<file path="src/acq_pkg.sv">
package acq_pkg;

    ////////////////////////////////////////
    // Sample widths and frame framing
    ////////////////////////////////////////

    localparam int ADC_WIDTH    = 14;     // Raw offset-binary sample from the ADC
    localparam int SAMPLE_WIDTH = 16;     // Stored two's complement word

    localparam logic [3:0] FRAME_TAG = 4'hA;    // Upper nibble of every frame header

    ////////////////////////////////////////
    // Command byte
    ////////////////////////////////////////

    typedef enum logic [1:0] {
        OP_NOP       = 2'd0,
        OP_SET_DECIM = 2'd1,
        OP_CAPTURE   = 2'd2,
        OP_CLEAR     = 2'd3
    } cmd_op_t;

    // Configuration reading of the byte, used by OP_SET_DECIM
    typedef struct packed {
        cmd_op_t    op;
        logic [5:0] decim;
    } cmd_cfg_t;

    // Channel reading of the byte, used by OP_CAPTURE and OP_CLEAR
    typedef struct packed {
        cmd_op_t    op;
        logic [5:0] mask;
    } cmd_chan_t;

    typedef union packed {
        cmd_cfg_t  cfg;
        cmd_chan_t chan;
    } cmd_word_t;

endpackage

</file>
<file path="src/command_decoder.sv">
`timescale 1ns/1ps

module command_decoder
    import acq_pkg::*;
#(
    parameter int NUM_CH = 4
) (
    input  logic              sys_clock,
    input  logic              i_rst_n,
    input  cmd_word_t         i_cmd_byte,
    input  logic              i_cmd_strobe,
    output logic [5:0]        o_decim,
    output logic [NUM_CH-1:0] o_capture,
    output logic [NUM_CH-1:0] o_clear
);

    ////////////////////////////////////////
    // Byte decode
    ////////////////////////////////////////

    cmd_op_t           op;
    logic [NUM_CH-1:0] mask_sel;
    logic [5:0]        decim_field;

    // Both views share the opcode bits, so the opcode picks the view
    assign op          = i_cmd_byte.cfg.op;
    assign decim_field = i_cmd_byte.cfg.decim;
    assign mask_sel    = i_cmd_byte.chan.mask[NUM_CH-1:0];    // Bits above NUM_CH are ignored

    logic set_decim;
    logic do_capture;
    logic do_clear;

    always_comb begin
        set_decim  = 1'b0;
        do_capture = 1'b0;
        do_clear   = 1'b0;
        if (i_cmd_strobe) begin
            case (op)
                OP_SET_DECIM: set_decim  = 1'b1;
                OP_CAPTURE:   do_capture = 1'b1;
                OP_CLEAR:     do_clear   = 1'b1;
                default:      ;    // NOP leaves everything alone
            endcase
        end
    end

    ////////////////////////////////////////
    // Registered outputs
    ////////////////////////////////////////

    always_ff @(posedge sys_clock) begin
        if (!i_rst_n) begin
            o_decim   <= '0;
            o_capture <= '0;
            o_clear   <= '0;
        end else begin
            // Pulses last a single cycle unless a new command arrives
            o_capture <= do_capture ? mask_sel : '0;
            o_clear   <= do_clear ? mask_sel : '0;
            if (set_decim) begin
                o_decim <= decim_field;    // Ratio holds until the next SET_DECIM
            end
        end
    end

endmodule

</file>
<file path="src/sample_capture.sv">
`timescale 1ns/1ps

module sample_capture
    import acq_pkg::*;
#(
    parameter int MEM_DEPTH = 16
) (
    input  logic                    sys_clock,
    input  logic                    i_rst_n,
    input  logic [ADC_WIDTH-1:0]    i_adc_data,
    input  logic                    i_adc_strobe,
    input  logic [5:0]              i_decim,
    input  logic                    i_capture,
    input  logic                    i_clear,
    input  logic                    i_read,
    output logic [SAMPLE_WIDTH-1:0] o_rd_data,
    output logic                    o_full,
    output logic                    o_busy
);

    localparam int AW = $clog2(MEM_DEPTH);

    localparam logic [1:0] ST_IDLE = 2'd0;
    localparam logic [1:0] ST_FILL = 2'd1;
    localparam logic [1:0] ST_FULL = 2'd2;

    localparam logic [AW-1:0] LAST_ADDR = AW'(MEM_DEPTH - 1);

    logic [1:0]              state;
    logic [5:0]              dcnt;
    logic [AW-1:0]           wr_ptr;
    logic [AW-1:0]           rd_ptr;
    logic [SAMPLE_WIDTH-1:0] mem [MEM_DEPTH];

    ////////////////////////////////////////
    // Conversion
    ////////////////////////////////////////

    logic [ADC_WIDTH-1:0]    flipped;
    logic [SAMPLE_WIDTH-1:0] converted;

    // Offset binary becomes two's complement once the MSB is inverted
    assign flipped   = {~i_adc_data[ADC_WIDTH-1], i_adc_data[ADC_WIDTH-2:0]};
    assign converted = {{(SAMPLE_WIDTH - ADC_WIDTH){flipped[ADC_WIDTH-1]}}, flipped};

    logic keep;
    logic wr_en;
    logic rd_en;

    assign keep  = (state == ST_FILL) && i_adc_strobe && (dcnt == 6'd0);
    assign wr_en = keep && !i_clear;
    assign rd_en = (state == ST_FULL) && i_read && !i_clear;

    ////////////////////////////////////////
    // Controller
    ////////////////////////////////////////

    always_ff @(posedge sys_clock) begin
        if (!i_rst_n) begin
            state  <= ST_IDLE;
            dcnt   <= '0;
            wr_ptr <= '0;
            rd_ptr <= '0;
        end else if (i_clear) begin
            // A clear empties the buffer whatever the channel is doing
            state  <= ST_IDLE;
            dcnt   <= '0;
            wr_ptr <= '0;
            rd_ptr <= '0;
        end else begin
            case (state)
                ST_IDLE: begin
                    if (i_capture) begin
                        state  <= ST_FILL;
                        dcnt   <= '0;    // First strobe after arming is always kept
                        wr_ptr <= '0;
                        rd_ptr <= '0;
                    end
                end
                ST_FILL: begin
                    if (i_adc_strobe) begin
                        if (keep) begin
                            dcnt   <= i_decim;
                            wr_ptr <= wr_ptr + 1'b1;
                            if (wr_ptr == LAST_ADDR) begin
                                state <= ST_FULL;
                            end
                        end else begin
                            dcnt <= dcnt - 1'b1;
                        end
                    end
                end
                ST_FULL: begin
                    if (rd_en) begin
                        rd_ptr <= rd_ptr + 1'b1;
                        if (rd_ptr == LAST_ADDR) begin
                            state <= ST_IDLE;    // Last word popped, buffer is free again
                        end
                    end
                end
                default: state <= ST_IDLE;
            endcase
        end
    end

    ////////////////////////////////////////
    // Word memory
    ////////////////////////////////////////

    always_ff @(posedge sys_clock) begin
        if (wr_en) begin
            mem[wr_ptr] <= converted;
        end
    end

    assign o_rd_data = mem[rd_ptr];    // Serializer sees the word at the read pointer
    assign o_full    = (state == ST_FULL);
    assign o_busy    = (state != ST_IDLE);

endmodule

</file>
<file path="src/frame_serializer.sv">
`timescale 1ns/1ps

module frame_serializer
    import acq_pkg::*;
#(
    parameter int NUM_CH    = 4,
    parameter int MEM_DEPTH = 16
) (
    input  logic                           sys_clock,
    input  logic                           i_rst_n,
    input  logic [NUM_CH-1:0]              i_full,
    input  logic [NUM_CH*SAMPLE_WIDTH-1:0] i_rd_data,
    input  logic                           i_tx_ready,
    output logic [NUM_CH-1:0]              o_read,
    output logic [7:0]                     o_tx_byte,
    output logic                           o_tx_strobe
);

    // Phase 0 is the header, odd phases carry low bytes and even ones high bytes
    localparam int PW = $clog2(2 * MEM_DEPTH + 1);

    localparam logic [PW-1:0] LAST_PHASE = PW'(2 * MEM_DEPTH);

    logic          active;
    logic [3:0]    sel;
    logic [PW-1:0] phase;

    ////////////////////////////////////////
    // Lowest full channel
    ////////////////////////////////////////

    logic       any_full;
    logic [3:0] pick;

    always_comb begin
        any_full = 1'b0;
        pick     = '0;
        for (int k = NUM_CH - 1; k >= 0; k--) begin    // Walk downwards so channel 0 wins
            if (i_full[k]) begin
                any_full = 1'b1;
                pick     = 4'(k);
            end
        end
    end

    ////////////////////////////////////////
    // Byte selection
    ////////////////////////////////////////

    logic [SAMPLE_WIDTH-1:0] word;
    logic                    send;
    logic                    high_byte;

    always_comb begin
        word = '0;
        for (int k = 0; k < NUM_CH; k++) begin
            if (sel == 4'(k)) begin
                word = i_rd_data[k*SAMPLE_WIDTH +: SAMPLE_WIDTH];
            end
        end
    end

    assign send      = active && i_tx_ready;
    assign high_byte = (phase != '0) && !phase[0];

    always_comb begin
        if (phase == '0) begin
            o_tx_byte = {FRAME_TAG, sel};
        end else if (phase[0]) begin
            o_tx_byte = word[7:0];
        end else begin
            o_tx_byte = word[15:8];
        end
    end

    assign o_tx_strobe = send;
    assign o_read      = (send && high_byte) ? (NUM_CH'(1) << sel) : '0;    // Pops the word

    ////////////////////////////////////////
    // Frame sequencing
    ////////////////////////////////////////

    always_ff @(posedge sys_clock) begin
        if (!i_rst_n) begin
            active <= 1'b0;
            sel    <= '0;
            phase  <= '0;
        end else if (!active) begin
            if (any_full) begin
                active <= 1'b1;
                sel    <= pick;
                phase  <= '0;
            end
        end else if (i_tx_ready) begin
            // Without ready the byte and its position simply hold
            if (phase == LAST_PHASE) begin
                active <= 1'b0;
                phase  <= '0;
            end else begin
                phase <= phase + 1'b1;
            end
        end
    end

endmodule

</file>
<file path="src/acq_top.sv">
`timescale 1ns/1ps

module acq_top
    import acq_pkg::*;
#(
    parameter int NUM_CH    = 4,    // Up to 6 channels fit the command mask
    parameter int MEM_DEPTH = 16    // Must be a power of two
) (
    input  logic                        sys_clock,
    input  logic                        i_rst_n,
    input  cmd_word_t                   i_cmd_byte,
    input  logic                        i_cmd_strobe,
    input  logic [NUM_CH*ADC_WIDTH-1:0] i_adc_data,
    input  logic                        i_adc_strobe,
    input  logic                        i_tx_ready,
    output logic [7:0]                  o_tx_byte,
    output logic                        o_tx_strobe,
    output logic [NUM_CH-1:0]           o_chan_busy
);

    logic [5:0]                     decim;
    logic [NUM_CH-1:0]              capture;
    logic [NUM_CH-1:0]              clear;
    logic [NUM_CH-1:0]              full;
    logic [NUM_CH-1:0]              read;
    logic [NUM_CH*SAMPLE_WIDTH-1:0] rd_data;

    ////////////////////////////////////////
    // Command path
    ////////////////////////////////////////

    command_decoder #(
        .NUM_CH       (NUM_CH)
    ) u_decoder (
        .sys_clock    (sys_clock),
        .i_rst_n      (i_rst_n),
        .i_cmd_byte   (i_cmd_byte),
        .i_cmd_strobe (i_cmd_strobe),
        .o_decim      (decim),
        .o_capture    (capture),
        .o_clear      (clear)
    );

    ////////////////////////////////////////
    // Capture channels
    ////////////////////////////////////////

    for (genvar k = 0; k < NUM_CH; k++) begin : g_ch
        sample_capture #(
            .MEM_DEPTH    (MEM_DEPTH)
        ) u_capture (
            .sys_clock    (sys_clock),
            .i_rst_n      (i_rst_n),
            .i_adc_data   (i_adc_data[k*ADC_WIDTH +: ADC_WIDTH]),
            .i_adc_strobe (i_adc_strobe),
            .i_decim      (decim),
            .i_capture    (capture[k]),
            .i_clear      (clear[k]),
            .i_read       (read[k]),
            .o_rd_data    (rd_data[k*SAMPLE_WIDTH +: SAMPLE_WIDTH]),
            .o_full       (full[k]),
            .o_busy       (o_chan_busy[k])
        );
    end

    ////////////////////////////////////////
    // Output stream
    ////////////////////////////////////////

    frame_serializer #(
        .NUM_CH      (NUM_CH),
        .MEM_DEPTH   (MEM_DEPTH)
    ) u_serializer (
        .sys_clock   (sys_clock),
        .i_rst_n     (i_rst_n),
        .i_full      (full),
        .i_rd_data   (rd_data),
        .i_tx_ready  (i_tx_ready),
        .o_read      (read),
        .o_tx_byte   (o_tx_byte),
        .o_tx_strobe (o_tx_strobe)
    );

endmodule

</file>
<file path="config.mk">
export PLATFORM = sky130hd
export DESIGN_NAME = acq_top
export DESIGN_NICKNAME = d
export VERILOG_FILES = /design/src/acq_pkg.sv /design/src/command_decoder.sv /design/src/sample_capture.sv /design/src/frame_serializer.sv /design/src/acq_top.sv
export SDC_FILE = /design/constraint.sdc
export NUM_CORES = 1
export LEC_CHECK = 0
export BUFFER_PORTS_ARGS = -buffer_cell sky130_fd_sc_hd__buf_2
export CAP_MARGIN = 30
export CELL_PAD_IN_SITES_DETAIL_PLACEMENT = 1
export CELL_PAD_IN_SITES_GLOBAL_PLACEMENT = 2
export CORE_AREA = 2 2 281 283
export CTS_CLUSTER_DIAMETER = 150
export DETAILED_ROUTE_END_ITERATION = 10
export DIE_AREA = 0 0 283 285
export GPL_TIMING_DRIVEN = 0
export HOLD_SLACK_MARGIN = 0.03
export PLACE_DENSITY_LB_ADDON = 0.1
export SYNTH_ARGS = -nofsm -noshare
export SYNTH_HDL_FRONTEND = slang
export SYNTH_SLANG_ARGS = --single-unit
</file>
<file path="constraint.sdc">
create_clock -name sys_clock -period 4.52 [get_ports sys_clock]
set_clock_uncertainty 0.1 [all_clocks]
set_input_delay 0.452 -clock sys_clock [delete_from_list [all_inputs] [get_ports sys_clock]]
set_output_delay 0.452 -clock sys_clock [all_outputs]
set_load 0.01 [all_outputs]
</file>
### Yosys cells after proc, flatten, opt, wreduce, memory -nomap -nowiden

Memories as Yosys holds them, arrays and structs flattened. A register that Yosys moved wholly into a read port is not among the register bits.
Cells that the tools add are included.

* reduce and logical (&&, ||, !) cells: 76
* shifts and indexed selects: 1
* bitwise logic cells: 6
* add/sub/neg operators: 13
* muxes and demuxes: 113
* multiply operators: 0
* order comparisons: 0
* div/mod/pow operators: 0
* equal/unequal tests: 48

Operators by type and width (number)
* two-way mux 4 bit: 25
* two-way mux 6 bit: 16
* two-way mux 16 bit: 4
* case mux 4 bit (2 select lines): 8
* two-way mux 2 bit: 28
* case mux 6 bit (2 select lines): 4
* != test 2 bit (second input constant): 21
* adder 4 x 1 -> 4 bit (second input constant): 8
* == test 4 bit (second input constant): 8
* zero test 6 bit: 5
* nonzero test 2 bit: 13
* case mux 2 bit (3 select lines): 4
* AND reduction 3 bit: 8
* AND reduction 6 bit: 4
* subtractor 6 x 1 -> 6 bit (second input constant): 4
* logical AND 1 bit: 23
* two-way mux 1 bit: 22
* two-way mux 8 bit: 2
* AND reduction 4 bit: 4
* == test 2 bit (second input constant): 6
* == test 2 x 1 -> 1 bit (second input constant): 5
* == test 4 x 2 -> 1 bit (second input constant): 2
* zero test 2 bit: 4
* != test 2 x 1 -> 1 bit (second input constant): 4
* 10 further kinds: 25

* bits in read-only memories: 0
* memory bits (writable): 1024
* memories: 4
* input bits: 69
* register bits after elaboration: 89
* bits in latches: 0
* logic and storage cells: 283

Memory list
* g_ch[0].u_capture.mem: depth 16, bits a word 16, read ports 1, clocked after Yosys merged registers in 1, wr ports 1, RTL line sample_capture.sv:33 `logic [SAMPLE_WIDTH-1:0] mem [MEM_DEPTH];`
* g_ch[1].u_capture.mem: depth 16, bits a word 16, read ports 1, clocked after Yosys merged registers in 1, wr ports 1, RTL line sample_capture.sv:33
* g_ch[2].u_capture.mem: depth 16, bits a word 16, read ports 1, clocked after Yosys merged registers in 1, wr ports 1, RTL line sample_capture.sv:33
* g_ch[3].u_capture.mem: depth 16, bits a word 16, read ports 1, clocked after Yosys merged registers in 1, wr ports 1, RTL line sample_capture.sv:33

### Longest topological paths before layout

* word-level depth: 10
* depth in mapped cells: 10
* mapped depth without buffers: 8

### Hierarchy

Synthesis repeated with hierarchy kept, for this count alone.

* cell total of the unflattened synthesis: 2122
* area, all modules: 39655.5 µm²

Modules (own cells, without submodules)
* sample_capture at g_ch[0].u_capture ...: times used 2, area an instance 9534.1 µm², cells an instance 488
* sample_capture at g_ch[3].u_capture: times used 1, area an instance 9524.1 µm², cells an instance 486
* sample_capture at g_ch[2].u_capture: times used 1, area an instance 9481.6 µm², cells an instance 483
* frame_serializer: times used 1, area an instance 1099.8 µm², cells an instance 132
* command_decoder: times used 1, area an instance 481.7 µm², cells an instance 45

### Worst setup path after synthesis

OpenSTA, ideal clock, no wires.

* path kind: register to register
* start point: reg g_ch[3].u_capture.state[0]
* end point: mem g_ch[3].u_capture.mem[0][0], enable pin
* path buffers: 2
* setup time: 0.403 ns
* data required time: 4.017 ns
* cell stages (with the launch flop): 7
* data arrival time: 2.491 ns
* slack: 1.526 ns
* path through: dfxtp_1 clkbuf_1 nand3b_1 nor4bb_1 buf_2 nand3b_1 nor3_1

* word-level cells in the longest chain between the ends: 6

RTL lines
* from (decl): RTL line sample_capture.sv:29 `logic [1:0] state;`
* from (signal assigned): RTL line sample_capture.sv:60 `state <= ST_IDLE;`
* from (signal assigned): RTL line sample_capture.sv:66 `state <= ST_IDLE;`
* from (signal assigned): RTL line sample_capture.sv:74 `state <= ST_FILL;`
* == test 2 x 1 -> 1 bit: RTL line sample_capture.sv:50 `assign keep = (state == ST_FILL) && i_adc_strobe && (dcnt == 6'd0);`
* logical AND 1 bit (2 in series): RTL line sample_capture.sv:50
* logical AND 1 bit: RTL line sample_capture.sv:51 `assign wr_en = keep && !i_clear;`
* two-way mux 1 bit: RTL line sample_capture.sv:111 `if (wr_en) begin`
* two-way mux 1 bit (implied by the code): RTL line sample_capture.sv:112 `mem[wr_ptr] <= converted;`
* to (decl): RTL line sample_capture.sv:33

Every way passes these cells.

==> qor.csv <==
stage,metric,value,unit
timing,final_hold_viol_count,0,
floorplanning,initial_core_util,0.512,
clocking,clk_latency,0.66,ns
timing,period_share,0.986,
critical_path,cp-end-kind,output pin,
global_routing,gr-total-overflow,0,
critical_path,path_cells,"buf_4, buf_2, buf_2, mux2i_1, a22oi_1, o221ai_1, a221oi_1, o211ai_1, o211ai_1, buf_2",
placed_design,hpwl,72300,um
critical_path,crit_top_cell,buf_2,
floorplanning,dieWidth,283,um
synth,yosysWarnings,0,
finish,nNetsFinal,2607,
critical_path,critPathMaxFanout,16,
global_routing,use_met3,0.0394,
timing,postLayoutSetupSlackWorst,0.0653,ns
synth,synth_edf_count,896,
critical_path,crit_path_top_delay_cell,a221oi_1,
detailed_routing,vias,21700,
global_routing,track_usage,0.264,
global_routing,grtUsageMet1,0.351,
floorplanning,rows,103,
synth,synth_flop_cell,edfxtp_1,
clocking,cts_buffers,101,
status,status,"finished, final reports clean",
critical_path,slowest_delay,0.69,ns
detailed_routing,totalWireLength,106000,um
finish,drive_gt1_frac,0.244,
worst_hold_path,min_path_type,in2reg,
global_routing,antenna_found_initial,7,
placed_design,gp_congestion,0.807,
synth,yosysSeqAreaShare,0.725,
global_routing,gr-usage-met2,0.459,
clocking,clk_pin_slew,0.06,ns
clocking,root_buffer,clkbuf_16,
timing,slew_viol_final,0,
critical_path,crit_required,3.97,ns
synth,ys_async_sr_fraction,0,
detailed_routing,antenna_left,0,
finish,syn2layout_area_growth,16.3,%
detailed_routing,routedWlPerCell,29.0,um
power_and_ir_drop,total_leakage_power,14.7,nW
timing,fmax,224,MHz
detailed_routing,drt_iter0_drc,1715,
run,cap_violations,0,
detailed_routing,avgViaCountPerCell,5.94,
synth,synth_fp_nets,2348,
synth,synth_cell_types,63,
timing,rsz0062_at_grt,false,
timing,worst_pin_slew,1.03,ns
global_routing,grt_pass1_wl,156000,um
detailed_routing,first_pass_iters,5,
floorplanning,die_h,285,um
timing,relSlewSlack,0.311,
synth,syn_inst,2249,
critical_path,cp.arrival,3.90,ns
global_routing,busiest_layer,met2,
power_and_ir_drop,ir_worst_vdd,0.365,mV
synth,ys_seq_elements,999,
placed_design,io_buffer_count,81,
synth,netlist_area,0.0399,mm2
timing,whs,0.0565,ns
floorplanning,coreArea,0.0780,mm2
global_routing,grt_pass1_vias,23200,
clocking,cts_tree,yes,
power_and_ir_drop,power.density,406,mW/mm2
clocking,cts_sinks,999,
clocking,post_cts_buffers,0,
global_routing,grt_max_degree,17,
floorplanning,pin_count,82,
clocking,ctsHtreeMaxLevel,3,
timing,finalSetupViolCount,0,
critical_path,path_class,reg2out,
floorplanning,dieArea,0.0807,mm2
clocking,cts_buffer_depth,3,
critical_path,start_kind,flip-flop,
synth,post_synth.cell_area_avg,17.8,um2
placed_design,pre_cts_slack,0.298,ns
detailed_routing,post-route-drc-count,0,
timing,period_needed,4.45,ns
cell usage in the layout (no fill, tap or decap), types with 18 or more instances in the layout:
cell	count
nor2b_1	35
clkbuf_1	55
nor3_1	27
mux2_2	18
nor2_2	58
o21ai_0	21
nand2b_1	29
a22oi_1	45
buf_2	125
a21oi_1	61
nand3b_1	19
mux2i_1	167
buf_8	41
nand3_1	44
buf_4	19
dfxtp_1	103
nand2_1	70
inv_1	31
edfxtp_1	896
mux4_2	161
nor2_1	112
ha_1	30
clkbuf_16	101
per-layer routing:
metal | part of all wire | wire length (um) | vias up
met4 | 0.019 | 2040 | 6
met1 | 0.41 | 43400 | 11500
met2 | 0.52 | 54500 | 574
met5 | 0.00030 | 32 | -
li1 | - | - | 9502
met3 | 0.055 | 5790 | 128
cells by family (layout without fill, tap and decap cells):
kind of cell | after synthesis | count (layout) | share of synthesized area
flops | 999 | 999 | 0.725
simple gates | 465 | 465 | 0.0569
mux | 359 | 359 | 0.146
compound gates | 224 | 224 | 0.0376
buf+inv | 144 | 489 | 0.0185
fa+ha+maj | 30 | 30 | 0.00940
xor+xnor | 28 | 28 | 0.00614
other cells | 0 | 3 | 0
power by group:
part / internal, mW / switching, mW / total, mW / leakage [nW]
registers: 10.1 / 0.0141 / 10.1 / 8.88
clock network: 4.85 / 3.58 / 8.43 / 1.60
logic: 0.115 / 0.242 / 0.358 / 4.19
registers in the layout, summed over array words and instances (netlist names), named ones only:
signal	count
u_decoder.o_decim	6
g_ch.u_capture.rd_ptr	16
u_decoder.o_clear	4
g_ch.u_capture.wr_ptr	16
g_ch.u_capture.mem	896
g_ch.u_capture.dcnt	24
u_decoder.o_capture	4
u_serializer.active	1
u_serializer.phase	6
u_serializer.sel	2
g_ch.u_capture.state	8
cell type report:
type / instances / area [um2]
Clock inverter: 61 / 653
Fill cell: 6809 / 31500
Antenna cell: 3 / 7.51
Tap cell: 1050 / 1310
Inverter: 32 / 120
Multi-Input combinational cell: 1106 / 10400
Buffer: 111 / 623
Timing Repair Buffer: 157 / 1630
Sequential cell: 999 / 29000
Clock buffer: 128 / 2680
metrics by stage:
step / TNS [ns] / util / power, mW / instance area, um2 / cells
2_1_floorplan: 0 / - / 10.4 / 39900 / 2249
3_3_place_gp: -39.80 / 0.534 / 10.6 / 41700 / 3380
3_5_place_dp: 0 / 0.551 / 10.6 / 43000 / 3447
4_1_cts: 0 / 0.595 / 19.0 / 46400 / 3644
5_1_grt: 0 / 0.596 / 19.3 / 46400 / 3646
6_report: 0 / 0.596 / 18.9 / 46400 / 3647
Yosys cell counts, types with 5 or more instances:
cell type / count / area, um2
edfxtp_1: 896 / 26900
nor2_1: 169 / 634
mux2i_1: 167 / 1670
mux4_2: 161 / 3630
dfxtp_1: 103 / 2060
nand2_1: 70 / 263
a21oi_1: 61 / 305
a22oi_1: 47 / 353
nand3_1: 44 / 220
buf_2: 43 / 215
clkbuf_1: 38 / 143
nor2b_1: 35 / 219
nor3_1: 35 / 175
inv_1: 31 / 116
ha_1: 30 / 375
nand2b_1: 29 / 181
o21ai_0: 23 / 115
nand3b_1: 19 / 143
mux2_2: 18 / 203
xnor2_1: 17 / 149
buf_4: 16 / 120
nand4_1: 16 / 100
a221oi_1: 13 / 114
mux4_1: 13 / 342
o22ai_1: 13 / 81.3
a211oi_1: 12 / 90.1
and2_1: 12 / 75.1
xor2_1: 11 / 96.3
o211ai_1: 10 / 75.1
a31oi_1: 9 / 56.3
buf_6: 7 / 78.8
a21o_1: 6 / 45.0
nor3b_1: 6 / 45.0
buf_1: 5 / 18.8
nor4_1: 5 / 31.3
o221ai_1: 5 / 43.8
critical path, delay by kind of cell, from the launching register on:
family,cells,cell delay (ns)
AOI/OAI and AO/OA,5,1.54
DFF,1,0.31
buffers and inverters,4,1.26
muxes,1,0.14
path summary, 6_finish.rpt:
check	start	endpoint	slack, ns	depth (start not counted)
max	flip-flop	o_tx_byte[0]	0.07	10
min	i_adc_data[28]	g_ch[2].u_capture.mem[8][0]$_DFFE_PP_	0.06	1
max reg2reg	g_ch[3].u_capture.state[0]$_SDFFE_PP0P_	g_ch[3].u_capture.mem[0][10]$_DFFE_PP_	0.83	7
min reg2reg	g_ch[3].u_capture.dcnt[4]$_SDFFE_PP0P_	g_ch[3].u_capture.dcnt[4]$_SDFFE_PP0P_	0.40	2
timing repair:
action | in CTS | in global routing
gates resized for setup | 7 | 6
gates cloned | 0 | 0
hold buffers | 9 | 0
endpoints found under the setup margin | 6 | 5
endpoints found under the hold margin | 23 | 0
No activity file was read; power rests on OpenSTA's default activity.
